## src/flash_emu_config.svh

```systemverilog
// build-time sizes for the flash emulator
// address width, image size, memory read latency
// and depth of the log and reply FIFOs
`ifndef FLASH_EMU_CONFIG_SVH
`define FLASH_EMU_CONFIG_SVH

// address bits seen by both requesters
`define FE_ADDR_W 16

// image size in bytes, addresses wrap here
`define FE_MEM_WORDS 65536

// cycles from read grant to ack
`define FE_READ_LAT 2

// entries in each event FIFO
`define FE_FIFO_DEPTH 4

`endif

```

## src/event_fifo.sv

```systemverilog
// synchronous FIFO with a typed payload
// used for SPI log records and host reply bytes
`timescale 1ns/100ps
`include "flash_emu_config.svh"

module event_fifo #(
	parameter type payload_t = logic [7:0],
	parameter int DEPTH = `FE_FIFO_DEPTH
) (
	input  logic     clk,
	input  logic     reset,
	input  logic     push_i,
	input  payload_t data_i,
	input  logic     pop_i,
	output payload_t data_o,
	output logic     empty_o,
	output logic     full_o
);
	localparam int PTR_W = (DEPTH > 1) ? $clog2(DEPTH) : 1;
	localparam int CNT_W = PTR_W + 1;

	payload_t mem [DEPTH];
	logic [PTR_W-1:0] wr_ptr;
	logic [PTR_W-1:0] rd_ptr;
	logic [CNT_W-1:0] count;
	logic do_push;
	logic do_pop;

	// a push into a full buffer is lost
	assign do_push = push_i && !full_o;
	assign do_pop = pop_i && !empty_o;
	assign empty_o = (count == '0);
	assign full_o = (count == CNT_W'(DEPTH));
	// head entry is always visible
	assign data_o = mem[rd_ptr];

	always_ff @(posedge clk or posedge reset)
	begin
		if (reset)
		begin
			wr_ptr <= '0;
			rd_ptr <= '0;
			count <= '0;
		end
		else
		begin
			if (do_push)
				wr_ptr <= (wr_ptr == PTR_W'(DEPTH - 1)) ? '0 : wr_ptr + 1'b1;
			if (do_pop)
				rd_ptr <= (rd_ptr == PTR_W'(DEPTH - 1)) ? '0 : rd_ptr + 1'b1;
			// simultaneous push and pop keeps the level
			if (do_push && !do_pop)
				count <= count + 1'b1;
			else if (do_pop && !do_push)
				count <= count - 1'b1;
		end
	end

	always_ff @(posedge clk)
	begin
		if (do_push)
			mem[wr_ptr] <= data_i;
	end

endmodule

```

## config.mk

```make
export PLATFORM = sky130hd
export DESIGN_NAME = event_fifo
export DESIGN_NICKNAME = d
export VERILOG_FILES = /design/src/event_fifo.sv
export VERILOG_INCLUDE_DIRS = /design/src
export SDC_FILE = /design/constraint.sdc
export NUM_CORES = 1
export LEC_CHECK = 0
export BUFFER_PORTS_ARGS = -buffer_cell sky130_fd_sc_hd__buf_2
export CORE_ASPECT_RATIO = 1.5
export CORE_UTILIZATION = 35
export DETAILED_ROUTE_END_ITERATION = 10
export GPL_ROUTABILITY_DRIVEN = 0
export SKIP_CTS_REPAIR_TIMING = 1
export SLEW_MARGIN = 20
export SYNTH_ARGS = -nofsm -noshare
export SYNTH_HDL_FRONTEND = slang
export SYNTH_SLANG_ARGS = --single-unit
```

## constraint.sdc

```tcl
create_clock -name clk -period 2.1 [get_ports clk]
set_clock_uncertainty 0.05 [all_clocks]
set_input_delay 0.42 -clock clk [delete_from_list [all_inputs] [get_ports clk]]
set_output_delay 0.42 -clock clk [all_outputs]
set_load 0.01 [all_outputs]
```

==> impl_results.md <==
* Setup TNS at 0 ns
* Fraction of post-synthesis cell area in the top cell type by area at 0.600
* PwrDens at 1440 mW/mm^2
* Sequential fraction of the synthesis area at 0.710
* Capturing element type of the critical path: register
* Depth of the worst register-to-register path at 8
* Total congestion overflow after global routing at 0
* Avg Inst Size Synth at approximately 20 sq um
* Clock tree from TritonCTS: yes
* Fraction of layout cells with a size suffix above 1 at 0.432
* Power dissipated by switching net loads at about 790 uW
* Maximum fanout count along the critical path at 4
* Vias in the first global route at between 800 and 900
* Period minus WS final at 1.97 ns
* Synth area leaders: edfxtp_1, mux4_2, dfrtp_1
* Setup Viol. Count Final at 0
* Post-placement cell count at 148
* Violated checks: design-rule violations
* Number of H-tree branching levels at 2
* First-pass GRT wire length at 3930 um
* Fraction of registers with async set or reset after synthesis at 0.179
* Net count after synthesis at a little under 100
* Max-slew violation count at 0
* Aggregate routed wire length at 2400 um
* EDFF count, synth at 32
* Buffer type at the clock tree root: clkbuf_8
* CP Launch Type: register
* Worst setup path class: reg -> reg
* Highest Clock Rate at between 500 and 600 MHz
* Area after detailed placement at between 0.0015 and 0.002 sq mm
* Maximum number of pins on one net before global-route repair at 13
* Critical Path Max Stage Delay at about 0.45 ns
* Post-synth top area cell: edfxtp_1
* Data required, critical path at ~2.3 ns
* Via count at between 700 and 800
* Summed area of non-filler cells in the final layout at 0.00193 sq mm
* Register-to-Register Setup Slack at between 0.1 and 0.15 ns
* Number of nets in the finished design at roughly 130
* Clock buffer count from CTS at 5
* Leakage Power at approximately 0.00074 uW
* Drt pass-1 iters at 7
* Switching share of total power at 0.283
* Library cell appearing most often on the critical path: xor2_1
* Pin slew with the least headroom to its limit at 0.452 ns
* Via density at between 4 and 5
* Max-slew headroom at 0.698
* Min setup slack post-route at approximately 0.13 ns
* Number of placement rows at 29
* Reg2Reg Capture Point: count[2]
* Number of I/O port buffers at 21
* Clock tree buffer depth at 2
* Antenna Violating Nets Remaining at 0
* Cells traversed along the worst timing path: nor3b_2 > nor2b_1 > ha_1 > inv_1 > fa_1 > xor2_1 > nor2_1 > xor2_1
* Clock insertion delay at the later pin of the skew report at roughly 0.28 ns
* Launching point of the worst reg2reg path: count[2]
* Post-synthesis to final-layout area growth at 20.6%
* Detailed placement HPWL at 1700 um
* Warning count from the yosys run at 0
* Number of antenna violations at the first check in global routing at 0
* Cell internal pwr at around 2000 uW
* Count of state elements after synthesis at 39
* Count of placed standard cells in the final layout, fillers left out at roughly 160
* Number of design rule violations left after detail routing at 6
* Clock Sink Count at 39
* Dominant synthesized flop cell: edfxtp_1
* Result of the run: complete, but fails checks
* Post-synthesis cell type count at 19
* Number of endpoints with negative hold slack in the final report at 0
* Maxcap violations at 0
* Area of the mapped netlist at between 0.0015 and 0.002 sq mm
* Ports placed on the boundary at 22
* Setup repair after global routing missed its margin: false
* Die Height at between 80 and 90 um
* Maximum resistive drop on vdd at 0.820 mV
* Clock share of power at 0.260
* Family of cells with the greatest summed delay on the critical path: adder cells
* Starting density of the core at 0.371
* Proportion of power drawn by flip-flops and latches at 0.434
* Share of the clock period used by the worst path after layout at 0.936
* Core Box Area at between 0.004 and 0.005 sq mm
* Signal arrival time at the worst endpoint at about 2.1 ns
* Share of total power in combinational logic at 0.306
* Die area at slightly below 0.005 sq mm
* ANT cells at 0
* Die Wd at 57.2 um
* First-iteration detailed-routing DRC count at 23
* Max stage delay cell, worst path: dfrtp_2
* Mean routed wirelength per cell at about 15 um
* Clock-pin slew on the worst setup and hold paths at approximately 0.070 ns
* Power consumption at approximately 2800 uW
* Worst-case setup slack after placement at around 0.067 ns
* Combined global-route utilization of all metal layers at 0.112
* Gate count after technology mapping at 80
* Worst hold path type: in -> async
* Number of buffer and inverter instances along the worst setup path at 1
[Yosys cell counts (2+ instances only)]
master    count
buf_2         2
xor2_1        2
dfrtp_1       7
mux4_2        8
ha_1          6
inv_1         4
and2_1        4
mux2_4        2
nor2_1        2
nor3_1        2
mux2_2        2
edfxtp_1     32
[cell type report]
| type | instances | area (sq um) |
|---|---|---|
| timing repair buffer | 26 | 143 |
| clock buffer | 6 | 72.6 |
| multi-input combinational | 34 | 444 |
| fill | 378 | 2390 |
| inverter | 4 | 15.0 |
| tap | 46 | 57.6 |
| clock inverter | 2 | 60.1 |
| sequential | 39 | 1140 |
[logic make-up (layout without fill, tap and decap cells)]
kind of cell | count (synthesis) | in the layout | share of synthesized area
flip-flops | 39 | 39 | 0.710
multiplexers | 12 | 12 | 0.145
AND/OR/NAND/NOR | 10 | 10 | 0.0383
adder cells (fa/ha/maj) | 7 | 7 | 0.0594
buffers and inverters | 7 | 38 | 0.0180
XOR/XNOR | 3 | 3 | 0.0164
AO/OA/AOI/OAI | 2 | 2 | 0.0125
[metal layers]
metal,GRT usage,vias up,wire length (um)
met5,0,-,0
met4,0.0665,0,58
met3,0.0366,6,129
met2,0.188,22,1250
met1,0.122,375,964
li1,-,368,-
[worst register-to-register path: stages (launching register included)]
cell and delay, ns:
dfrtp_2 0.45, nor3b_2 0.17, nor2b_1 0.18, ha_1 0.21, inv_1 0.06, fa_1 0.37, xor2_1 0.15, nor2_1 0.11
xor2_1 0.14
[state kept, by name, summed over array words and instances, names as in the netlist]
register  flops
rd_ptr        2
mem          32
wr_ptr        2
count         3
[power by group through the flow]
stage	registers (uW)	clock network [uW]	logic [uW]
after floorplan	1150	0	631
after CTS	1200	750	861
after detailed placement	1210	0	858
after global routing	1230	766	943
final	1210	723	850
after global placement	1200	0	843
[worst max path at each step]
stage / startpoint / endpoint / slack [ns] / depth (start not counted)
6_report: count[2] / count[2] / 0.13 / 8
5_1_grt: count[0] / count[2] / 0.002 / 7
4_1_cts: count[0] / count[2] / 0.08 / 7
3_5_place_dp: count[0] / count[2] / 0.07 / 7
3_3_place_gp: count[2] / count[2] / 0.19 / 8
2_1_floorplan: count[0] / count[1] / 0.05 / 7
[cells in the final DEF, fill, tap and decap left out]
cell type / n
a21o_1: 1
and2_1: 4
buf_2: 21
buf_4: 5
bufinv_16: 2
clkbuf_1: 1
clkbuf_8: 5
dfrtp_1: 6
dfrtp_2: 1
edfxtp_1: 32
fa_1: 1
ha_1: 6
inv_1: 4
mux2_2: 2
mux2_4: 2
mux4_2: 8
nor2_1: 2
nor2b_1: 1
nor3_1: 2
nor3b_2: 1
o31ai_4: 1
xnor2_1: 1
xor2_1: 2
[stage by stage]
step           hold slack, ns  utilization
6_report              0.00123        0.447
5_1_grt                0.0352        0.447
4_1_cts               0.00559        0.443
3_5_place_dp            0.323        0.412
3_3_place_gp            0.325        0.412
2_1_floorplan           0.173            -
Note: power is estimated with default switching activity, not from simulation.
