### config.mk
export PLATFORM = sky130hd
export DESIGN_NAME = host_tx_merge
export DESIGN_NICKNAME = d
export VERILOG_FILES = /design/src/flash_emu_config.svh /design/src/spi_flash_pkg.sv /design/src/host_pkg.sv /design/src/host_tx_merge.sv
export SDC_FILE = /design/constraint.sdc
export NUM_CORES = 1
export LEC_CHECK = 0
export BUFFER_PORTS_ARGS = -buffer_cell sky130_fd_sc_hd__buf_2
export CAP_MARGIN = 10
export CORE_ASPECT_RATIO = 1.4
export CORE_MARGIN = 3
export CORE_UTILIZATION = 40
export CTS_BUF_LIST = sky130_fd_sc_hd__clkbuf_16
export DETAILED_ROUTE_END_ITERATION = 16
export PLACE_DENSITY_LB_ADDON = 0.25
export SYNTH_ARGS = -nofsm -noshare
export SYNTH_HDL_FRONTEND = slang
export SYNTH_SLANG_ARGS = --single-unit
### constraint.sdc
create_clock -name clk -period 2.05 [get_ports clk]
set_input_delay 0.205 -clock clk [delete_from_list [all_inputs] [get_ports clk]]
set_output_delay 0.205 -clock clk [all_outputs]
set_load 0.01 [all_outputs]
### src/flash_emu_config.svh
// build-time sizes for the flash emulator
// address width, image size, memory read latency
// and depth of the log and reply FIFOs
`ifndef FLASH_EMU_CONFIG_SVH
`define FLASH_EMU_CONFIG_SVH

// address bits seen by both requesters
`define FE_ADDR_W 16

// image size in bytes, addresses wrap here
`define FE_MEM_WORDS 65536

// cycles from read grant to ack
`define FE_READ_LAT 2

// entries in each event FIFO
`define FE_FIFO_DEPTH 4

`endif

### src/spi_flash_pkg.sv
// SPI side definitions
// opcodes answered by the flash target
// JEDEC ID bytes and the read log record
package spi_flash_pkg;

	// only the plain read and the id read are decoded
	typedef enum logic [7:0] {
		OP_READ     = 8'h03,
		OP_JEDEC_ID = 8'h9F
	} opcode_e;

	// manufacturer, memory type, capacity
	localparam logic [23:0] JEDEC_ID = 24'hEF_40_18;

	// one record per SPI read transaction
	// len saturates at 255
	typedef struct packed {
		logic [15:0] addr;
		logic [7:0]  len;
	} log_rec_t;

endpackage

### src/host_pkg.sv
// host side definitions
// command bytes, frame markers, requester tag
package host_pkg;

	// ascii command letters on the host receive port
	typedef enum logic [7:0] {
		CMD_WRITE = 8'h57,
		CMD_READ  = 8'h52
	} host_cmd_e;

	// first byte of each host transmit frame
	localparam logic [7:0] MARK_LOG  = 8'h4C;
	localparam logic [7:0] MARK_READ = 8'h44;

	// tags a memory access with its owner
	typedef enum logic {
		SRC_SPI  = 1'b0,
		SRC_HOST = 1'b1
	} req_src_e;

endpackage

### src/host_tx_merge.sv
// host transmit merger
// D frames from the reply FIFO, L frames from the log FIFO
// one byte per ready cycle, frames never interleave
`timescale 1ns/100ps

module host_tx_merge (
	input  logic       clk,
	input  logic       reset,
	input  logic       reply_empty_i,
	input  logic [7:0] reply_data_i,
	output logic       reply_pop_o,
	input  logic       log_empty_i,
	input  spi_flash_pkg::log_rec_t log_rec_i,
	output logic       log_pop_o,
	input  logic       host_tx_ready_i,
	output logic [7:0] host_tx_data_o,
	output logic       host_tx_valid_o
);
	// frame bytes, next one to send in the top byte
	logic [31:0] frame_buf;
	// bytes left in the current frame, zero when idle
	logic [2:0] left;

	// a pending reply always beats a pending log record
	assign reply_pop_o = (left == 3'd0) && !reply_empty_i;
	assign log_pop_o = (left == 3'd0) && reply_empty_i && !log_empty_i;

	// valid only where ready is seen, the byte holds otherwise
	assign host_tx_valid_o = (left != 3'd0) && host_tx_ready_i;
	assign host_tx_data_o = frame_buf[31:24];

	always_ff @(posedge clk or posedge reset)
	begin
		if (reset)
		begin
			frame_buf <= '0;
			left <= '0;
		end
		else if (reply_pop_o)
		begin
			frame_buf <= {host_pkg::MARK_READ, reply_data_i, 16'h0000};
			left <= 3'd2;
		end
		else if (log_pop_o)
		begin
			// marker, address high, address low, length
			frame_buf <= {host_pkg::MARK_LOG, log_rec_i};
			left <= 3'd4;
		end
		else if (host_tx_valid_o)
		begin
			frame_buf <= {frame_buf[23:0], 8'h00};
			left <= left - 3'd1;
		end
	end

endmodule

==> summary.md <==
| Metric | Value |
|---|---|
| Number of global-route vias before repair | `1358` |
| Vias | `1422` |
| Setup Buffers After CTS | `0` |
| I/O Buffers | `47` |
| FMAX | `523 MHz` |
| Max-cap violations | `0` |
| Initial antenna violation count | `0` |
| Area grow syn2layout | `19.9%` |
| Clock tree buffer depth | `2` |
| First-pass GRT wire length | `6310 um` |
| Unrepaired setup endpoints after global routing | `false` |
| Fin. Hold Viols | `0` |
| Final period util | `93.3%` |
| Antenna Violating Nets Remaining | `0` |
| Number of unique standard cell types used by synthesis | `30` |
| Status | `finished clean` |
| Ys flop type | `dfrtp_1` |
| Drt pass-1 iters | `4` |
| Rel. slew slack | `69.9%` |
| IO Count | `48` |
| Post-DP HPWL | `2820 um` |
| Power, Total | `0.00263 W` |
| Final min period | `1.91 ns` |
| Chip height | `84.4 um` |
| Crit-path leading delay family | `buffers and inverters` |
| Largest net degree at the start of global routing | `36` |
| Commonest cells post-synth | `dfrtp_1 (35), nand2_1 (20), nor3_1 (18)` |
| Syn Inst Count | `177` |
| Synth top area cells | `dfrtp_1 (50%), a22o_1 (7.0%), nor3_1 (5.1%)` |
| TritonCTS Buffers | `5` |
| Core Box Area | `4090 um2` |
| Critical path arrival | `1.71 ns` |
| CTS clk-pin slew, worst paths | `0.05 ns` |
| Critical-path maximum fanout | `18` |
| Ys async rst share | `100%` |
| Die X | `62.0 um` |
| Site Rows | `27` |
| Placed cells | `269` |
| Avg Inst Size Synth | `9.93 um2` |
| Remaining DRCs | `0` |
| Worst Skew | `0.00332 ns` |
| CP Launch Type | `flop` |
| Share of cells above drive strength 1 | `29.7%` |
| Net Count, Synth | `216` |
| Worst skew pair latency | `0.27 ns` |
| Filler Cells Inserted | `408` |
| Pwr Density | `1250 nW/um2` |
| Final core utilization | `51.6%` |
| Most common cell in the synthesized netlist | `dfrtp_1` |
| CTS sink count | `35` |
| CTS tree | `built` |
| Layout Cells excl Fill | `277` |
| CP max stage delay | `0.38 ns` |
| Worst-case vdd ir drop | `0.000582 V` |
| Nets | `257` |
| Drt total wl | `3870 um` |
| Hold/Removal Path Class | `primary input to asynchronous set/reset pin` |
| Final Max Slew Viols | `0` |
| Post-Route Setup TNS | `0 ns` |
| Effective utilization at floorplan | `43.0%` |
| H-tree Lvls | `2` |
| Worst setup EP type | `primary output` |
| Per-cell routed wire length | `14.0 um` |
| Total grt overflow | `0` |
| Post-synthesis cell area | `1760 um2` |
| #FFs+latches synth | `35` |
| Slew @ Worst Pin | `0.452 ns` |
| CP Class | `flop to primary output` |
| Synth warn | `0` |
| Number of synthesized flops with an enable pin | `0` |
| Clk root buf | `clkbuf_16` |
| Setup-failing EPs final | `0` |
| CP required | `1.85 ns` |
| Die ar. | `5240 um2` |
| P_leak | `1.08 nW` |
| Antenna diode count | `0` |
| DR iter-0 viols | `61` |
| Sequential-to-total area share from yosys stat | `49.8%` |
| Share of the synthesized area in the top cell type | `49.8%` |
| Yosys top cell by area | `dfrtp_1` |
| Hold-fix buffers, CTS | `0` |
| Worst-path cell chain | `inv_1, ha_1, and2b_4, nand2_2, inv_4, buf_2` |
| Slowest cell on crit path | `dfrtp_1` |
| Gr usage total | `16.1%` |
| GP Congestion | `0.774` |
| Vias per std cell | `5.13` |
| Crit path buf inv count | `3` |
-- kinds of logic after synthesis --
kind of cell	share of synthesized area, %
AND/OR/NAND/NOR	16.9
AO/OA/AOI/OAI	18.9
flip-flops	49.8
buffers and inverters	11.1
adder cells (fa/ha/maj)	1.42
XOR/XNOR	0.498
multiplexers	1.28
-- what timing repair did --
item / CTS / global route
endpoints found under the setup margin: 0 / 2
gates resized for setup: 0 / 3
hold endpoints to repair: 0 / 0
-- per-layer routing --
layer / track usage, % / up-vias / share of wire (%) / routed length (um)
met4: 5.21 / 0 / 0.90 / 35
met2: 25.0 / 35 / 51 / 1970
met3: 4.92 / 4 / 4.9 / 188
met5: 0 / - / 0 / 0
met1: 21.0 / 677 / 43 / 1670
li1: - / 706 / - / -
-- through the flow --
stage                     setup WS [ns]  hold WS (ns)  area (um2)
final                             0.138        0.0197        2110
after global routing             0.0347        0.0730        2110
after CTS                        0.0394        0.0382        2100
after detailed placement          0.197         0.333        1970
after global placement            0.254         0.324        1970
after floorplan                   0.423         0.315        1760
-- worst min-delay path, stage by stage --
cell and delay [ns]:
buf_2 0.09, inv_1 0.04, buf_4 0.38
-- power breakdown --
part	internal [W]	total [W]	switching [W]
logic	0.000399	0.000883	0.000485
clock network	0.000436	0.000697	0.000260
registers	0.000919	0.00105	0.000131
-- state kept, by name, indices dropped and copies added, names as in the netlist --
| signal | flops |
|---|---|
| frame_buf | 32 |
| left | 3 |
-- worst paths after layout --
path	start	to	slack [ns]	depth (start not counted)
max in group asynchronous	reset	left[1]	1.71	3
worst max-delay path	left[0]	log_pop_o	0.14	6
worst min-delay path	reset	frame_buf[24]	0.02	3
worst min register to register	frame_buf[16]	frame_buf[16]	0.48	2
worst max register to register	left[0]	frame_buf[22]	0.18	7
min in group clk	log_rec_i[6]	frame_buf[6]	0.14	2
-- layout by cell type (no fill, tap or decap) --
master     synthesis  layout
nor2_1            12      12
nand2_2            1       1
a222oi_1           8       8
and2b_4            1       1
nand3_1            2       2
buf_4              8       6
nor3_1            18      18
nor2b_1            7       7
inv_4              1       2
clkbuf_16          0       5
a211oi_1           1       1
nand2_4            1       1
buf_2              4      47
mux2i_4            1       1
o21ai_0            7       7
clkinv_1           0       2
nand2b_2           0       1
ha_1               2       2
a21oi_1            6       6
inv_1             11      12
nand2_1           20      20
dfrtp_1           35      35
o32ai_1            2       2
xnor2_1            1       1
o31ai_1            2       2
a22o_1            14      14
a221o_1            1       1
a211o_1            1       1
a31oi_1            1       1
-- cell type report --
| cell class | count | area (um2) | area share (%) |
|---|---|---|---|
| clock inverter | 3 | 11.3 | 0.534 |
| sequential | 35 | 876 | 41.5 |
| clock buffer | 5 | 125 | 5.93 |
| tap | 58 | 72.6 | 3.44 |
| inverter | 13 | 53.8 | 2.55 |
| timing repair buffer | 53 | 280 | 13.3 |
| multi-input combinational | 110 | 689 | 32.7 |
(Power assumes the default switching activity.)
