--- src/flash_emu_config.svh ---
// build-time sizes for the flash emulator
// address width, image size, memory read latency
// and depth of the log and reply FIFOs
`ifndef FLASH_EMU_CONFIG_SVH
`define FLASH_EMU_CONFIG_SVH

// address bits seen by both requesters
`define FE_ADDR_W 16

// image size in bytes, addresses wrap here
`define FE_MEM_WORDS 65536

// cycles from read grant to ack
`define FE_READ_LAT 2

// entries in each event FIFO
`define FE_FIFO_DEPTH 4

`endif

--- src/spi_flash_pkg.sv ---
// SPI side definitions
// opcodes answered by the flash target
// JEDEC ID bytes and the read log record
package spi_flash_pkg;

	// only the plain read and the id read are decoded
	typedef enum logic [7:0] {
		OP_READ     = 8'h03,
		OP_JEDEC_ID = 8'h9F
	} opcode_e;

	// manufacturer, memory type, capacity
	localparam logic [23:0] JEDEC_ID = 24'hEF_40_18;

	// one record per SPI read transaction
	// len saturates at 255
	typedef struct packed {
		logic [15:0] addr;
		logic [7:0]  len;
	} log_rec_t;

endpackage

--- src/spi_flash_target.sv ---
// SPI mode 0 flash target, oversampled on clk
// decodes read 0x03 and JEDEC id 0x9F
// prefetches read bytes from the shared memory
// emits a log record when a read ends
`timescale 1ns/100ps
`include "flash_emu_config.svh"

module spi_flash_target (
	input  logic                  clk,
	input  logic                  reset,
	input  logic                  spi_cs_n_i,
	input  logic                  spi_sclk_i,
	input  logic                  spi_mosi_i,
	output logic                  spi_miso_o,
	output logic                  mem_req_o,
	output logic [`FE_ADDR_W-1:0] mem_addr_o,
	input  logic                  mem_ack_i,
	input  logic [7:0]            mem_rdata_i,
	output logic                  log_push_o,
	output spi_flash_pkg::log_rec_t log_rec_o
);
	////////////////////
	// pin synchronizers and edge detect
	////////////////////
	logic [2:0] cs_sr;
	logic [2:0] sclk_sr;
	logic [1:0] mosi_sr;
	logic cs_n;
	logic cs_rise;
	logic sclk_rise;
	logic sclk_fall;
	logic byte_done;

	always_ff @(posedge clk or posedge reset)
	begin
		if (reset)
		begin
			cs_sr <= '1;
			sclk_sr <= '0;
			mosi_sr <= '0;
		end
		else
		begin
			cs_sr <= {cs_sr[1:0], spi_cs_n_i};
			sclk_sr <= {sclk_sr[1:0], spi_sclk_i};
			mosi_sr <= {mosi_sr[0], spi_mosi_i};
		end
	end

	assign cs_n = cs_sr[1];
	assign cs_rise = cs_sr[1] && !cs_sr[2];
	// sclk edges only count while selected
	assign sclk_rise = sclk_sr[1] && !sclk_sr[2] && !cs_n;
	assign sclk_fall = !sclk_sr[1] && sclk_sr[2] && !cs_n;

	////////////////////
	// command decode and shifters
	////////////////////
	spi_flash_pkg::opcode_e opcode;
	logic [6:0] rx_shift;
	logic [7:0] rx_byte;
	logic [7:0] tx_shift;
	logic [7:0] next_byte;
	logic [7:0] id_byte;
	logic [7:0] rd_count;
	logic [2:0] bit_cnt;
	// 0 opcode, 1..3 address, 4 data
	logic [2:0] byte_idx;
	logic [1:0] id_idx;
	logic [`FE_ADDR_W-1:0] addr_acc;
	logic [`FE_ADDR_W-1:0] addr_full;
	logic [`FE_ADDR_W-1:0] start_addr;
	logic is_read;

	assign rx_byte = {rx_shift, mosi_sr[1]};
	assign byte_done = sclk_rise && (bit_cnt == 3'd7);
	assign is_read = (opcode == spi_flash_pkg::OP_READ);
	// only the low address bits reach the array
	assign addr_full = {addr_acc[`FE_ADDR_W-9:0], rx_byte};
	assign spi_miso_o = tx_shift[7];

	// id bytes after the first one, zeros once exhausted
	always_comb
	begin
		case (id_idx)
			2'd1: id_byte = spi_flash_pkg::JEDEC_ID[15:8];
			2'd2: id_byte = spi_flash_pkg::JEDEC_ID[7:0];
			default: id_byte = 8'h00;
		endcase
	end

	always_ff @(posedge clk or posedge reset)
	begin
		if (reset)
		begin
			opcode <= spi_flash_pkg::opcode_e'(8'h00);
			rx_shift <= '0;
			tx_shift <= '0;
			next_byte <= '0;
			rd_count <= '0;
			bit_cnt <= '0;
			byte_idx <= '0;
			id_idx <= '0;
			addr_acc <= '0;
			start_addr <= '0;
			mem_req_o <= 1'b0;
			mem_addr_o <= '0;
			log_push_o <= 1'b0;
			log_rec_o <= '0;
		end
		else
		begin
			// record goes out the cycle after cs rises, empty reads log nothing
			log_push_o <= cs_rise && is_read && (rd_count != 8'd0);
			log_rec_o <= '{addr: start_addr, len: rd_count};

			// fetched byte waits here until its first falling edge
			if (mem_req_o && mem_ack_i)
			begin
				mem_req_o <= 1'b0;
				next_byte <= mem_rdata_i;
			end

			if (cs_n)
			begin
				opcode <= spi_flash_pkg::opcode_e'(8'h00);
				tx_shift <= '0;
				rd_count <= '0;
				bit_cnt <= '0;
				byte_idx <= '0;
				id_idx <= '0;
			end
			else if (sclk_rise)
			begin
				rx_shift <= rx_byte[6:0];
				bit_cnt <= bit_cnt + 3'd1;
				if (byte_done)
				begin
					if (byte_idx != 3'd4)
						byte_idx <= byte_idx + 3'd1;
					case (byte_idx)
						3'd0:
						begin
							opcode <= spi_flash_pkg::opcode_e'(rx_byte);
							// id answer starts right after the opcode
							if (rx_byte == spi_flash_pkg::OP_JEDEC_ID)
								next_byte <= spi_flash_pkg::JEDEC_ID[23:16];
							else
								next_byte <= 8'h00;
							id_idx <= 2'd1;
						end
						3'd1, 3'd2:
							addr_acc <= addr_full;
						3'd3:
						begin
							addr_acc <= addr_full;
							// first data byte fetch
							if (is_read)
							begin
								mem_addr_o <= addr_full;
								start_addr <= addr_full;
								mem_req_o <= 1'b1;
							end
						end
						default:
						begin
							if (is_read && rd_count != 8'hFF)
								rd_count <= rd_count + 8'd1;
						end
					endcase
					if (byte_idx != 3'd0 && opcode == spi_flash_pkg::OP_JEDEC_ID)
					begin
						next_byte <= id_byte;
						if (id_idx != 2'd3)
							id_idx <= id_idx + 2'd1;
					end
				end
			end
			else if (sclk_fall)
			begin
				if (bit_cnt == 3'd0)
				begin
					// byte boundary, msb goes out now
					tx_shift <= next_byte;
					// prefetch the following address while this byte shifts
					if (is_read && byte_idx == 3'd4)
					begin
						mem_addr_o <= (mem_addr_o == `FE_ADDR_W'(`FE_MEM_WORDS - 1)) ?
							'0 : mem_addr_o + 1'b1;
						mem_req_o <= 1'b1;
					end
				end
				else
					tx_shift <= {tx_shift[6:0], 1'b0};
			end
		end
	end

endmodule

--- config.mk ---
export PLATFORM = sky130hd
export DESIGN_NAME = spi_flash_target
export DESIGN_NICKNAME = d
export VERILOG_FILES = /design/src/spi_flash_pkg.sv /design/src/spi_flash_target.sv
export VERILOG_INCLUDE_DIRS = /design/src
export SDC_FILE = /design/constraint.sdc
export NUM_CORES = 1
export LEC_CHECK = 0
export BUFFER_PORTS_ARGS = -buffer_cell sky130_fd_sc_hd__buf_2
export CAP_MARGIN = 20
export CORE_MARGIN = 2
export CORE_UTILIZATION = 40
export CTS_BUF_LIST = sky130_fd_sc_hd__clkbuf_8
export DETAILED_ROUTE_END_ITERATION = 8
export PLACE_DENSITY = 0.71
export RECOVER_POWER = 50
export SYNTH_ARGS = -nofsm -noshare
export SYNTH_HDL_FRONTEND = slang
export SYNTH_SLANG_ARGS = --single-unit
--- constraint.sdc ---
create_clock -name clk -period 3.09 [get_ports clk]
set_input_delay 0 -clock clk [delete_from_list [all_inputs] [get_ports clk]]
set_output_delay 0 -clock clk [all_outputs]
set_load 0.1 [all_outputs]
==> results.yml <==
finish:
  finalNonFillerCells: 717
  final_common_cell: "dfrtp_1"
  nets: 560
  nFillCells: 1164
  drive_gt1_frac: 0.182
  mostFrequentLayoutCells: "dfrtp_1, nand2_1, o21ai_0"
  seqCellArea_um2: 3030
  multiInputGateArea_um2: 2040
  antennaDiodeCount: 0
  syn_to_final_growth_pct: 18.2
clock_network:
  path_clk_slew_ps: 70
  numCtsBuffers: 17
  htree_levels: 4
  clock_path_buffers: 2
  clock_tree.root_cell: "clkbuf_8"
  clk-insertion-delay-late_ps: 440
  cts.sinks: 121
  tritoncts: "built"
timing:
  holdWs_ps: 207
  fmax_ghz: 0.417
  hold_viol_final: 0
  fin_crit_ps: 2400
  finalMaxSlewViolations: 43
  finalWorstSetupSlack_ps: 690
  min_period_over_period: 0.777
  rsz0062_at_grt: "false"
  skew_ps: 12.4
  setup_tns_ps: 0
  setup_viol: 0
  worst-slew-pin-transition_ps: 1760
  slew_headroom: -0.180
global_route:
  grt-ovfl-total: 0
  track_usage: 0.166
  antenna_found_initial: 0
  grt_pass1_wl_mm: 18.3
  grt_start_max_net_pins: 43
  grt_pass1_vias: 3546
yosys:
  ys_seq_area_frac: 0.580
  synth_fa_ha_area_frac: 0.0335
  synth_compound_area_frac: 0.118
  avgSynthCellArea_um2: 11.5
  synth_simple_gate_area_frac: 0.138
  synth_ff_type: "dfrtp_1"
  synth_top_cell_by_area: "dfrtp_1"
  ys_ff_latch: 121
  synth.area.top_cells: "dfrtp_1, nand2_1, ha_1"
  synth_warnings: 0
  synth_nets: 482
  synth_top_family_by_area: "simple AND/OR/NAND/NOR gates"
  yosys.area_share.xor_xnor: 0.0134
  async_reset_ff_frac: 1.00
  synth.mux.area_fraction: 0.0857
  synth_cells: 454
  synthDistinctLibCells: 56
  synth_top_area_share: 0.565
  synth_area_um2: 5230
  synth_edf_count: 0
placement:
  port-buffer-count: 56
  place_ws_ps: 878
  gp_congestion: 0.861
  dpl.cell_count: 672
  dp_hpwl_mm: 7.65
pwr:
  p_comb_frac: 0.049
  power.share.sequential: 0.515
  power_leakage_nw: 2.94
  powerDensity_nw_per_um2: 533
  internal_power_mw: 2.50
  p_sw_mw: 0.789
  switching_share: 0.240
  pwr-share-clk: 0.437
  vdd_drop_max_mv: 0.398
hold_path:
  hp-class: "primary input to flip-flop"
route:
  drt_pass1_iterations: 5
  routed_wl_mm: 11.0
  num_vias: 3727
  wl_per_cell_um: 15.4
  viasPerCell: 5.20
  ant_nets: 0
  drc: 0
  drtIter0Drc: 227
outcome:
  status: "finished with violations"
  failed_checks: "capacitance limit, slew limit"
critical_path:
  worst_ep_arrival_time_ps: 2720
  critPathRequiredTime_ps: 3410
  start_kind: "flip-flop"
  endpoint_kind: "flip-flop"
  critical_path_peak_fanout: 28
  path_class: "flip-flop to flip-flop"
floorplan:
  io_pins: 57
  row_count: 41
  start_util: 0.413
  die_w_um: 118
  core_um2: 12700
  dieArea_um2: 14000
  fp.dieH_um: 118
flow_run:
  max_cap_viol_count: 1
## cells in the mapped netlist (2+ instances only)
| cell | instances |
|---|---|
| a211o_1 | 2 |
| a21oi_1 | 19 |
| a22o_1 | 13 |
| a22oi_1 | 2 |
| a32o_1 | 2 |
| a32oi_1 | 3 |
| and2_1 | 2 |
| and3_1 | 2 |
| and4_1 | 2 |
| buf_6 | 3 |
| clkbuf_1 | 11 |
| dfrtp_1 | 118 |
| dfstp_2 | 3 |
| ha_1 | 14 |
| inv_1 | 18 |
| mux2_2 | 14 |
| mux2_4 | 8 |
| mux2i_1 | 17 |
| nand2_1 | 47 |
| nand2b_1 | 2 |
| nand3_1 | 9 |
| nand3b_1 | 3 |
| nand4_1 | 7 |
| nor2_1 | 29 |
| nor2b_1 | 4 |
| nor3_1 | 10 |
| nor3b_1 | 2 |
| nor4_1 | 8 |
| nor4bb_1 | 2 |
| o21a_1 | 2 |
| o21ai_0 | 33 |
| o21bai_1 | 5 |
| o22ai_1 | 4 |
| o2bb2ai_1 | 3 |
| or2_2 | 2 |
| or3_1 | 2 |
| xnor2_1 | 8 |
## worst max-delay path, stage by stage (launching register included)
cell     delay (ps)
dfstp_1        1110
nor2_1          290
o21ai_1         470
mux2_2          410
## metal layers
| metal | part of all wire | GRT usage | wire length (um) | up-vias |
|---|---|---|---|---|
| met3 | 0.049 | 0.0512 | 545 | 9 |
| met2 | 0.45 | 0.243 | 5010 | 106 |
| met4 | 0.0080 | 0.0565 | 88 | 0 |
| met1 | 0.49 | 0.233 | 5370 | 1840 |
| li1 | - | - | - | 1772 |
| met5 | 0 | 0 | 0 | - |
## area by class of cell
cell class | instances | area share
tap | 172 | 0.0348
inverter | 18 | 0.0111
multi-input combinational | 298 | 0.329
timing repair buffer | 76 | 0.0682
clock inverter | 14 | 0.0255
sequential | 121 | 0.491
clock buffer | 18 | 0.0401
## through the flow
stage | total power [mW] | cell area, um2 | util
after detailed placement | 1.87 | 5690 | 0.449
after global routing | 3.43 | 6180 | 0.488
after CTS | 3.33 | 6220 | 0.491
final | 3.29 | 6180 | 0.488
after global placement | 1.87 | 5690 | 0.449
after floorplan | 1.81 | 5230 | -
## cells by family after synthesis
| logic type | count (synthesis) |
|---|---|
| mux | 39 |
| fa+ha+maj | 14 |
| simple gates | 141 |
| flops | 121 |
| xor+xnor | 8 |
| buf+inv | 35 |
| compound gates | 96 |
## sequential cells by signal (all words and copies together), names as in the netlist
name,count
addr_acc,8
bit_cnt,3
byte_idx,3
cs_sr,3
id_idx,2
log_push_o,1
log_rec_o,24
mem_addr_o,16
mem_req_o,1
mosi_sr,2
next_byte,8
opcode,8
rd_count,8
rx_shift,7
sclk_sr,3
start_addr,16
tx_shift,8
## power by group through the flow
stage	logic (mW)	clock network, mW	registers [mW]
3_3_place_gp	0.147	0	1.72
2_1_floorplan	0.112	0	1.70
5_1_grt	0.183	1.55	1.70
4_1_cts	0.165	1.47	1.69
6_report	0.160	1.44	1.69
3_5_place_dp	0.152	0	1.72
## worst paths after layout
| check | startpoint | slack, ps | end | depth (start not counted) |
|---|---|---|---|---|
| hold reg to reg | mosi_sr[0] | 350 | mosi_sr[1] | 0 |
| hold / removal | spi_mosi_i | 210 | mosi_sr[0] | 2 |
| max in group asynchronous | reset | 1230 | mem_addr_o[9] | 4 |
| setup / recovery | cs_sr[1] | 690 | addr_acc[3] | 3 |
| min in group asynchronous | reset | 540 | start_addr[1] | 3 |
| setup reg to reg | cs_sr[1] | 690 | addr_acc[3] | 3 |
## timing repair
item,4_1_cts,5_1_grt
resized for setup,0,0
hold buffers,13,0
setup buffers,0,0
endpoints found under the hold margin,50,0
Power figures use the tool's default switching activity.
