## config.mk

```make
export PLATFORM = sky130hd
export DESIGN_NAME = host_cmd_parser
export DESIGN_NICKNAME = d
export VERILOG_FILES = /design/src/host_pkg.sv /design/src/host_cmd_parser.sv
export VERILOG_INCLUDE_DIRS = /design/src
export SDC_FILE = /design/constraint.sdc
export NUM_CORES = 1
export LEC_CHECK = 0
export BUFFER_PORTS_ARGS = -buffer_cell sky130_fd_sc_hd__buf_2
export CORE_AREA = 3 3 74 76
export CTS_BUF_LIST = sky130_fd_sc_hd__clkbuf_16
export DETAILED_ROUTE_END_ITERATION = 7
export DIE_AREA = 0 0 77 79
export PLACE_DENSITY = 0.6
export REMOVE_ABC_BUFFERS = 1
export SLEW_MARGIN = 20
export SYNTH_ARGS = -nofsm -noshare
export SYNTH_HDL_FRONTEND = slang
export SYNTH_SLANG_ARGS = --single-unit
```

## constraint.sdc

```tcl
create_clock -name clk -period 2.6 [get_ports clk]
set_input_delay 0.52 -clock clk [delete_from_list [all_inputs] [get_ports clk]]
set_output_delay 0.52 -clock clk [all_outputs]
set_load 0.01 [all_outputs]
```

## src/flash_emu_config.svh

```systemverilog
// build-time sizes for the flash emulator
// address width, image size, memory read latency
// and depth of the log and reply FIFOs
`ifndef FLASH_EMU_CONFIG_SVH
`define FLASH_EMU_CONFIG_SVH

// address bits seen by both requesters
`define FE_ADDR_W 16

// image size in bytes, addresses wrap here
`define FE_MEM_WORDS 65536

// cycles from read grant to ack
`define FE_READ_LAT 2

// entries in each event FIFO
`define FE_FIFO_DEPTH 4

`endif

```

## src/host_pkg.sv

```systemverilog
// host side definitions
// command bytes, frame markers, requester tag
package host_pkg;

	// ascii command letters on the host receive port
	typedef enum logic [7:0] {
		CMD_WRITE = 8'h57,
		CMD_READ  = 8'h52
	} host_cmd_e;

	// first byte of each host transmit frame
	localparam logic [7:0] MARK_LOG  = 8'h4C;
	localparam logic [7:0] MARK_READ = 8'h44;

	// tags a memory access with its owner
	typedef enum logic {
		SRC_SPI  = 1'b0,
		SRC_HOST = 1'b1
	} req_src_e;

endpackage

```

## src/host_cmd_parser.sv

```systemverilog
// host command parser
// collects W and R commands byte by byte
// drives one memory access per command
// read data goes to the reply FIFO
`timescale 1ns/100ps
`include "flash_emu_config.svh"

module host_cmd_parser (
	input  logic                  clk,
	input  logic                  reset,
	input  logic [7:0]            host_rx_data_i,
	input  logic                  host_rx_valid_i,
	output logic                  mem_req_o,
	output logic                  mem_we_o,
	output logic [`FE_ADDR_W-1:0] mem_addr_o,
	output logic [7:0]            mem_wdata_o,
	input  logic                  mem_ack_i,
	input  logic [7:0]            mem_rdata_i,
	output logic                  reply_push_o,
	output logic [7:0]            reply_data_o,
	input  logic                  reply_full_i
);
	typedef enum logic [2:0] {
		ST_CMD,
		ST_ADDR_HI,
		ST_ADDR_LO,
		ST_DATA,
		ST_ROOM,
		ST_MEM
	} state_e;

	state_e state;
	logic [7:0] addr_hi;

	always_ff @(posedge clk or posedge reset)
	begin
		if (reset)
		begin
			state <= ST_CMD;
			addr_hi <= '0;
			mem_req_o <= 1'b0;
			mem_we_o <= 1'b0;
			mem_addr_o <= '0;
			mem_wdata_o <= '0;
			reply_push_o <= 1'b0;
			reply_data_o <= '0;
		end
		else
		begin
			reply_push_o <= 1'b0;
			case (state)
				ST_CMD:
				begin
					// unknown letters are skipped
					if (host_rx_valid_i && (host_rx_data_i == host_pkg::CMD_WRITE ||
						host_rx_data_i == host_pkg::CMD_READ))
					begin
						mem_we_o <= (host_rx_data_i == host_pkg::CMD_WRITE);
						state <= ST_ADDR_HI;
					end
				end
				ST_ADDR_HI:
				begin
					if (host_rx_valid_i)
					begin
						addr_hi <= host_rx_data_i;
						state <= ST_ADDR_LO;
					end
				end
				ST_ADDR_LO:
				begin
					if (host_rx_valid_i)
					begin
						mem_addr_o <= `FE_ADDR_W'({addr_hi, host_rx_data_i});
						state <= mem_we_o ? ST_DATA : ST_ROOM;
					end
				end
				ST_DATA:
				begin
					if (host_rx_valid_i)
					begin
						mem_wdata_o <= host_rx_data_i;
						mem_req_o <= 1'b1;
						state <= ST_MEM;
					end
				end
				// read waits for reply space so the push cannot be lost
				ST_ROOM:
				begin
					if (!reply_full_i)
					begin
						mem_req_o <= 1'b1;
						state <= ST_MEM;
					end
				end
				ST_MEM:
				begin
					if (mem_ack_i)
					begin
						mem_req_o <= 1'b0;
						reply_push_o <= !mem_we_o;
						reply_data_o <= mem_rdata_i;
						state <= ST_CMD;
					end
				end
				default:
					state <= ST_CMD;
			endcase
		end
	end

endmodule

```

==> impl_results.md, run 1 <==
* Synth Instances at 131
* Num rows at 25
* Cts hold-fix bufs at 0
* # setup viols final at 0
* LEAKAGE at 1.134 nW
* Design Area, Final at 0.002392 mm^2
* Worst Tran Pin Value at 0.4827 ns
* Met1 Use GR at 16.97%
* Layout Nets at 213
* Power Total at 2.867 mW
* Async S/R FF share, synth at 100.0%
* Routability cong. at 0.8123
* Worst path required time at 2.76 ns
* Initial antenna violation count at 0
* Yosys cell types at 29
* Share of cells above drive strength 1 at 56.99%
* Diode count at 0
* Part of the cycle the worst path needs at 75.06%
* Maximum clock insertion buffer count at 2
* Kind of end point of the critical path: flop
* Skew final at 0.005038 ns
* Initial Util at 40.05%
* Primary FF master, synth: dfrtp_1
* Critical path class: flop to flop
* Detail Placement HPWL at 3034 um
* Wire length of the first global-routing pass at 6858 um
* Drt pass-1 iters at 4
* H-tree depth at 2
* Worst Path Max Fanout at 12
* Max-cap violations at 0
* Met2 Usage GRT at 24.91%
* FF-to-FF path depth at 4
* Post-DP Area at 0.002256 mm^2
* Clk_lat worst skew at 0.28 ns
* Max Fclk at 512.4 MHz
* Syn avg cell area at 14.63 um^2
* Number of vias per cell at 4.815
* TritonCTS clock tree: built
* Total GRT Usage at 14.44%
* Sequential share of the synthesized area at 60.05%
* Worst hold path class: primary input to asynchronous set/reset pin
* Most used routing layer in global routing: met2
* RSZ-0062 raised after global routing: no
* Commonest non-fill, non-tap cells in the layout: buf_2, dfrtp_1, mux2_2
* Io pins at 56
* Worst slew margin at 67.77%
* Die area at 0.006083 mm^2
* Reg-to-reg critical path endpoint: mem_addr_o[4]
* Clk slew on worst S/H paths at 0.06 ns
* Port bufs at 55
* Commonest non-fill, non-tap cell in the layout: buf_2
* P per Cell Area at 1198 mW/mm^2
* Post-CTS setup buffer count at 0
* Sink Count at 46
* Met3 Resource Use GR at 4.875%
* Root buf cell: clkbuf_16
* Largest net degree at the start of global routing at 25
* TritonCTS Buffers at 5
* Gr ovfl total at 0
* Wire length per cell at 15.36 um
* Layout overhead on the synthesized area at 24.80%
* Final hold vios at 0
* Post-DRT Antenna Nets at 0
* FF-to-FF Start: state[0]
* Syn Std Cell Area at 0.001917 mm^2
* Drt drc at 0
* Critical Path AT at 2.11 ns
* FF-to-FF setup slack at 0.65 ns
* Total wire length at 3994 um
* Yosys warns at 0
* Via Count at 1252
* Die X at 77 um
* CP Launch Type: flop
* DRT iter0 DRCs at 42
* Floorplan core area at 0.004786 mm^2
* Die height at 79 um
* Status: finished, final reports clean
* Max-slew violations at 0
* PostCTS Resize Cnt at 0
* Setup TNS at 0 ns
* Post-synth EDFFs at 0
* #FFs+latches synth at 46
* Worst vdd ir at 470.1 uV
* Min cycle time layout at 1.952 ns
* Vias in the first global route at 1375
[layout make-up]
type | instances | area [um^2]
timing repair buffer | 58 | 297.8
clock buffer | 5 | 125.1
fill | 440 | 2394
clock inverter | 3 | 11.26
multi-input combinational | 76 | 704.4
sequential | 46 | 1151
tap | 67 | 83.83
inverter | 5 | 18.77
[cell usage after synthesis, types with 2 or more instances]
cell | n | area [um^2]
a21oi_1 | 2 | 10.01
o31ai_1 | 2 | 15.01
nand2_1 | 3 | 11.26
nor2b_1 | 2 | 12.51
o21ai_0 | 7 | 35.03
inv_1 | 5 | 18.77
nand3b_1 | 3 | 22.52
buf_6 | 2 | 22.52
mux2_2 | 40 | 450.4
dfrtp_1 | 46 | 1151
[metal layers]
metal,vias up,share of wire [%]
met2,27,52
met1,626,40
met4,0,1.4
met5,-,0
li1,593,-
met3,6,6.1
[metrics by stage]
step                      cells  util (%)  setup WS (ns)  hold WS [ns]
after floorplan             127         -         0.8757        0.4750
after detailed placement    252     47.14         0.6545        0.4901
after global routing        260     49.99         0.5470        0.3128
final                       260     49.99         0.6484        0.2558
after CTS                   260     49.99         0.6529        0.2792
after global placement      252     47.14         0.6889        0.4822
[critical path, cell delays in order (launching register included)]
cell     delay, ns
dfrtp_1       0.51
and2b_1       0.27
nor3b_4       0.44
buf_4         0.26
mux2_2        0.35
[worst max-delay path by stage]
| stage | startpoint | to | slack (ns) |
|---|---|---|---|
| after floorplan | state[0] | mem_addr_o[0] | 0.88 |
| after global placement | host_rx_valid_i | mem_addr_o[4] | 0.69 |
| after detailed placement | host_rx_valid_i | mem_addr_o[4] | 0.65 |
| after CTS | state[0] | mem_addr_o[4] | 0.65 |
| after global routing | state[0] | mem_addr_o[14] | 0.55 |
| final | state[0] | mem_addr_o[4] | 0.65 |
[cells by family after synthesis]
| group | share of synthesized area [%] |
|---|---|
| xor+xnor | 0.4570 |
| flops | 60.05 |
| simple gates | 8.812 |
| compound gates | 3.982 |
| mux | 23.50 |
| buf+inv | 3.198 |
[registers in the layout (all words and copies together) (netlist names)]
signal / count
mem_addr_o: 16
addr_hi: 8
mem_wdata_o: 8
reply_data_o: 8
state: 3
mem_req_o: 1
mem_we_o: 1
reply_push_o: 1
[power breakdown]
group	switching, mW	total, mW	internal, mW	leakage [nW]
registers	0.214	1.27	1.06	0.551
clock network	0.242	0.588	0.346	0.0663
logic	0.456	1.01	0.552	0.516
total	0.913	2.87	1.95	1.13
(Power assumes the default switching activity.)
==> run 2: changes to the inputs <==
--- a/config.mk
+++ b/config.mk
@@ -6,6 +6,7 @@
 export SDC_FILE = /design/constraint.sdc
 export NUM_CORES = 1
 export LEC_CHECK = 0
+export ABC_AREA = 1
 export BUFFER_PORTS_ARGS = -buffer_cell sky130_fd_sc_hd__buf_2
 export CORE_AREA = 3 3 74 76
 export CTS_BUF_LIST = sky130_fd_sc_hd__clkbuf_16
==> constraint.sdc (replaced) <==
create_clock -name clk -period 2 [get_ports clk]
set_input_delay 0.4 -clock clk [delete_from_list [all_inputs] [get_ports clk]]
set_output_delay 0.4 -clock clk [all_outputs]
set_load 0.01 [all_outputs]
==> impl_results.md, run 2 <==
* CP Launch Type: flop
* Clk_lat worst skew at 0.28 ns
* RSZ-0062 raised after global routing: no
* Drt pass-1 iters at 4
* Root buf cell: clkbuf_16
* TritonCTS Buffers at 5
* Combinational power share at 33.5%
* DRT iter0 DRCs at 98
* Clock share of power at 24.6%
* Die area at 0.006083 mm^2
* Worst Path Max Fanout at 24
* Layout Nets at 282
* Io pins at 56
* Wire length of the first global-routing pass at 6644 um
* Power Total at 3.745 mW
* Status: finished, final reports clean
* Worst slew margin at 61.40%
* Max Fclk at 687.2 MHz
* Part of the cycle the worst path needs at 72.76%
* FF-to-FF path depth at 3
* Reg-to-reg critical path endpoint: mem_addr_o[10]
* Final hold vios at 0
* Sink Count at 46
* Crit path to: mem_addr_o[10]
* FF-to-FF Start: state[2]
* Skew final at 0.002106 ns
* Share of cells above drive strength 1 at 30.53%
* Largest net degree at the start of global routing at 47
* Post-DRT Antenna Nets at 0
* Detail Placement HPWL at 2832 um
* Flop pwr share at 42.0%
* Via Count at 1493
* Routability cong. at 0.8442
* Most instantiated cells after synthesis: nand2_1, dfrtp_1, o21ai_0, inv_1, nor2_1
* Post-CTS setup buffer count at 0
* PostCTS Resize Cnt at 0
* Post-synth EDFFs at 0
* Yosys warns at 0
* Diode count at 0
* FF-to-FF setup slack at 0.54 ns
* Max-slew violations at 0
* Commonest non-fill, non-tap cells in the layout: nand2_1, buf_2, dfrtp_1
* Syn avg cell area at 9.461 um^2
* Synth Area in Compound Gates at 8.404%
* Syn Std Cell Area at 0.001921 mm^2
* Multiplexer area fraction after synthesis at 5.472%
* Primary FF master, synth: dfrtp_1
* Num rows at 25
* Register area at 0.001151 mm^2
* Die X at 77 um
* Number of vias per cell at 4.538
* #FFs+latches synth at 46
* H-tree depth at 2
* Worst Tran Pin Value at 0.5790 ns
* Vias in the first global route at 1419
* Min cycle time layout at 1.455 ns
* Critical path class: flop to flop
* Die height at 79 um
* Multi-input gate area in the final layout at 671.9 um^2
* XOR/XNOR share of the synthesized area at 0%
* Net Switching at 1.284 mW
* Yosys cell types at 21
* Worst path required time at 2.17 ns
* Setup TNS at 0 ns
* Synth top area share at 59.93%
* Filler cells at 474
* # setup viols final at 0
* Cts hold-fix bufs at 0
* Largest register FFs at 16
* Most frequent cell after synthesis: nand2_1
* Worst vdd ir at 653.0 uV
* Layout overhead on the synthesized area at 26.19%
* Worst hold path class: primary input to asynchronous set/reset pin
* LEAKAGE at 1.325 nW
* Initial Util at 40.13%
* Sequential share of the synthesized area at 59.93%
* TritonCTS clock tree: built
* Synth Area in Adders at 0%
* Area contributors post-synth: dfrtp_1, nand2_1, o21ai_0
* CP startpoint: state[2]
* Largest reg by FF count: mem_addr_o
* Wire length per cell at 12.08 um
* Commonest non-fill, non-tap cell in the layout: nand2_1
* Sw Ratio at 34.29%
* P per Cell Area at 1545 mW/mm^2
* Floorplan core area at 0.004786 mm^2
* Pint at 2.461 mW
* Total wire length at 3974 um
* Initial antenna violation count at 0
* Critical Path AT at 1.62 ns
* Synth Instances at 203
* Kind of end point of the critical path: flop
* Max-cap violations at 0
* Largest family of logic cells by synthesized area: simple AND/OR/NAND/NOR gates
* Clk slew on worst S/H paths at 0.06 ns
* Drt drc at 0
* Cell taking the most area after synthesis: dfrtp_1
* Gr ovfl total at 0
* Port bufs at 55
* Async S/R FF share, synth at 100.0%
* Simple-gate portion of the synthesized area at 21.11%
* Total GRT Usage at 13.61%
* Maximum clock insertion buffer count at 2
[run 2: changes by cell type in the layout (fill, tap and decap cells not counted), moves of 4 or more]
cell / before / now
nand2_1: 3 / 69
mux2_2: 40 / 4
o21ai_0: 7 / 21
inv_1: 4 / 15
nor2_1: 1 / 12
o21ai_1: 0 / 8
mux2_4: 0 / 4
nand4_1: 0 / 4
[run 2: layer usage]
layer	global-route usage, %	wire (um)	up-vias
met1	17.09	1843	694
met3	3.741	188	5
met4	3.737	47	0
met5	0	0	-
met2	23.17	1896	28
li1	-	-	766
[run 2: worst min-delay path by stage]
stage,cells past startpoint,endpoint,slack [ns]
2_1_floorplan,2,addr_hi[4],0.45
3_3_place_gp,2,reply_data_o[7],0.46
3_5_place_dp,2,reply_data_o[7],0.46
4_1_cts,3,reply_data_o[5],0.29
5_1_grt,3,reply_data_o[3],0.31
6_report,3,reply_data_o[5],0.26
[run 2: logic make-up after synthesis]
group,after synthesis
AND/OR/NAND/NOR,94
AO/OA/AOI/OAI,32
buffers and inverters,23
flip-flops,46
multiplexers,8
[run 2: final cells by class]
class | count | area share [%]
Clock buffer | 5 | 5.163
Timing Repair Buffer | 56 | 11.67
Clock inverter | 3 | 1.704
Sequential cell | 46 | 47.50
Tap cell | 67 | 3.459
Multi-Input combinational cell | 134 | 27.72
Inverter | 18 | 2.788
[run 2: power by group through the flow]
stage | registers [mW] | logic (mW) | clock network [mW]
after floorplan | 1.70 | 0.660 | 0
after global placement | 1.58 | 1.25 | 0
after detailed placement | 1.59 | 1.27 | 0
after CTS | 1.58 | 1.28 | 0.941
after global routing | 1.64 | 1.43 | 0.970
final | 1.57 | 1.25 | 0.920
[run 2: per-stage QoR]
stage	util, %	setup slack, ns	cells	area [um^2]	hold slack [ns]
after floorplan	-	0.5122	198	1891	0.4492
after global placement	47.16	0.5899	321	2257	0.4585
after detailed placement	47.16	0.5552	321	2257	0.4616
after CTS	50.64	0.5356	329	2424	0.2854
after global routing	50.64	0.3715	329	2424	0.3082
final	50.64	0.5449	329	2424	0.2559
[run 2: worst max-delay path, cell delays in order (launching register included)]
cell and delay (ns):
dfrtp_1 0.49, nor2_4 0.20, nand3_4 0.26, mux2_4 0.38
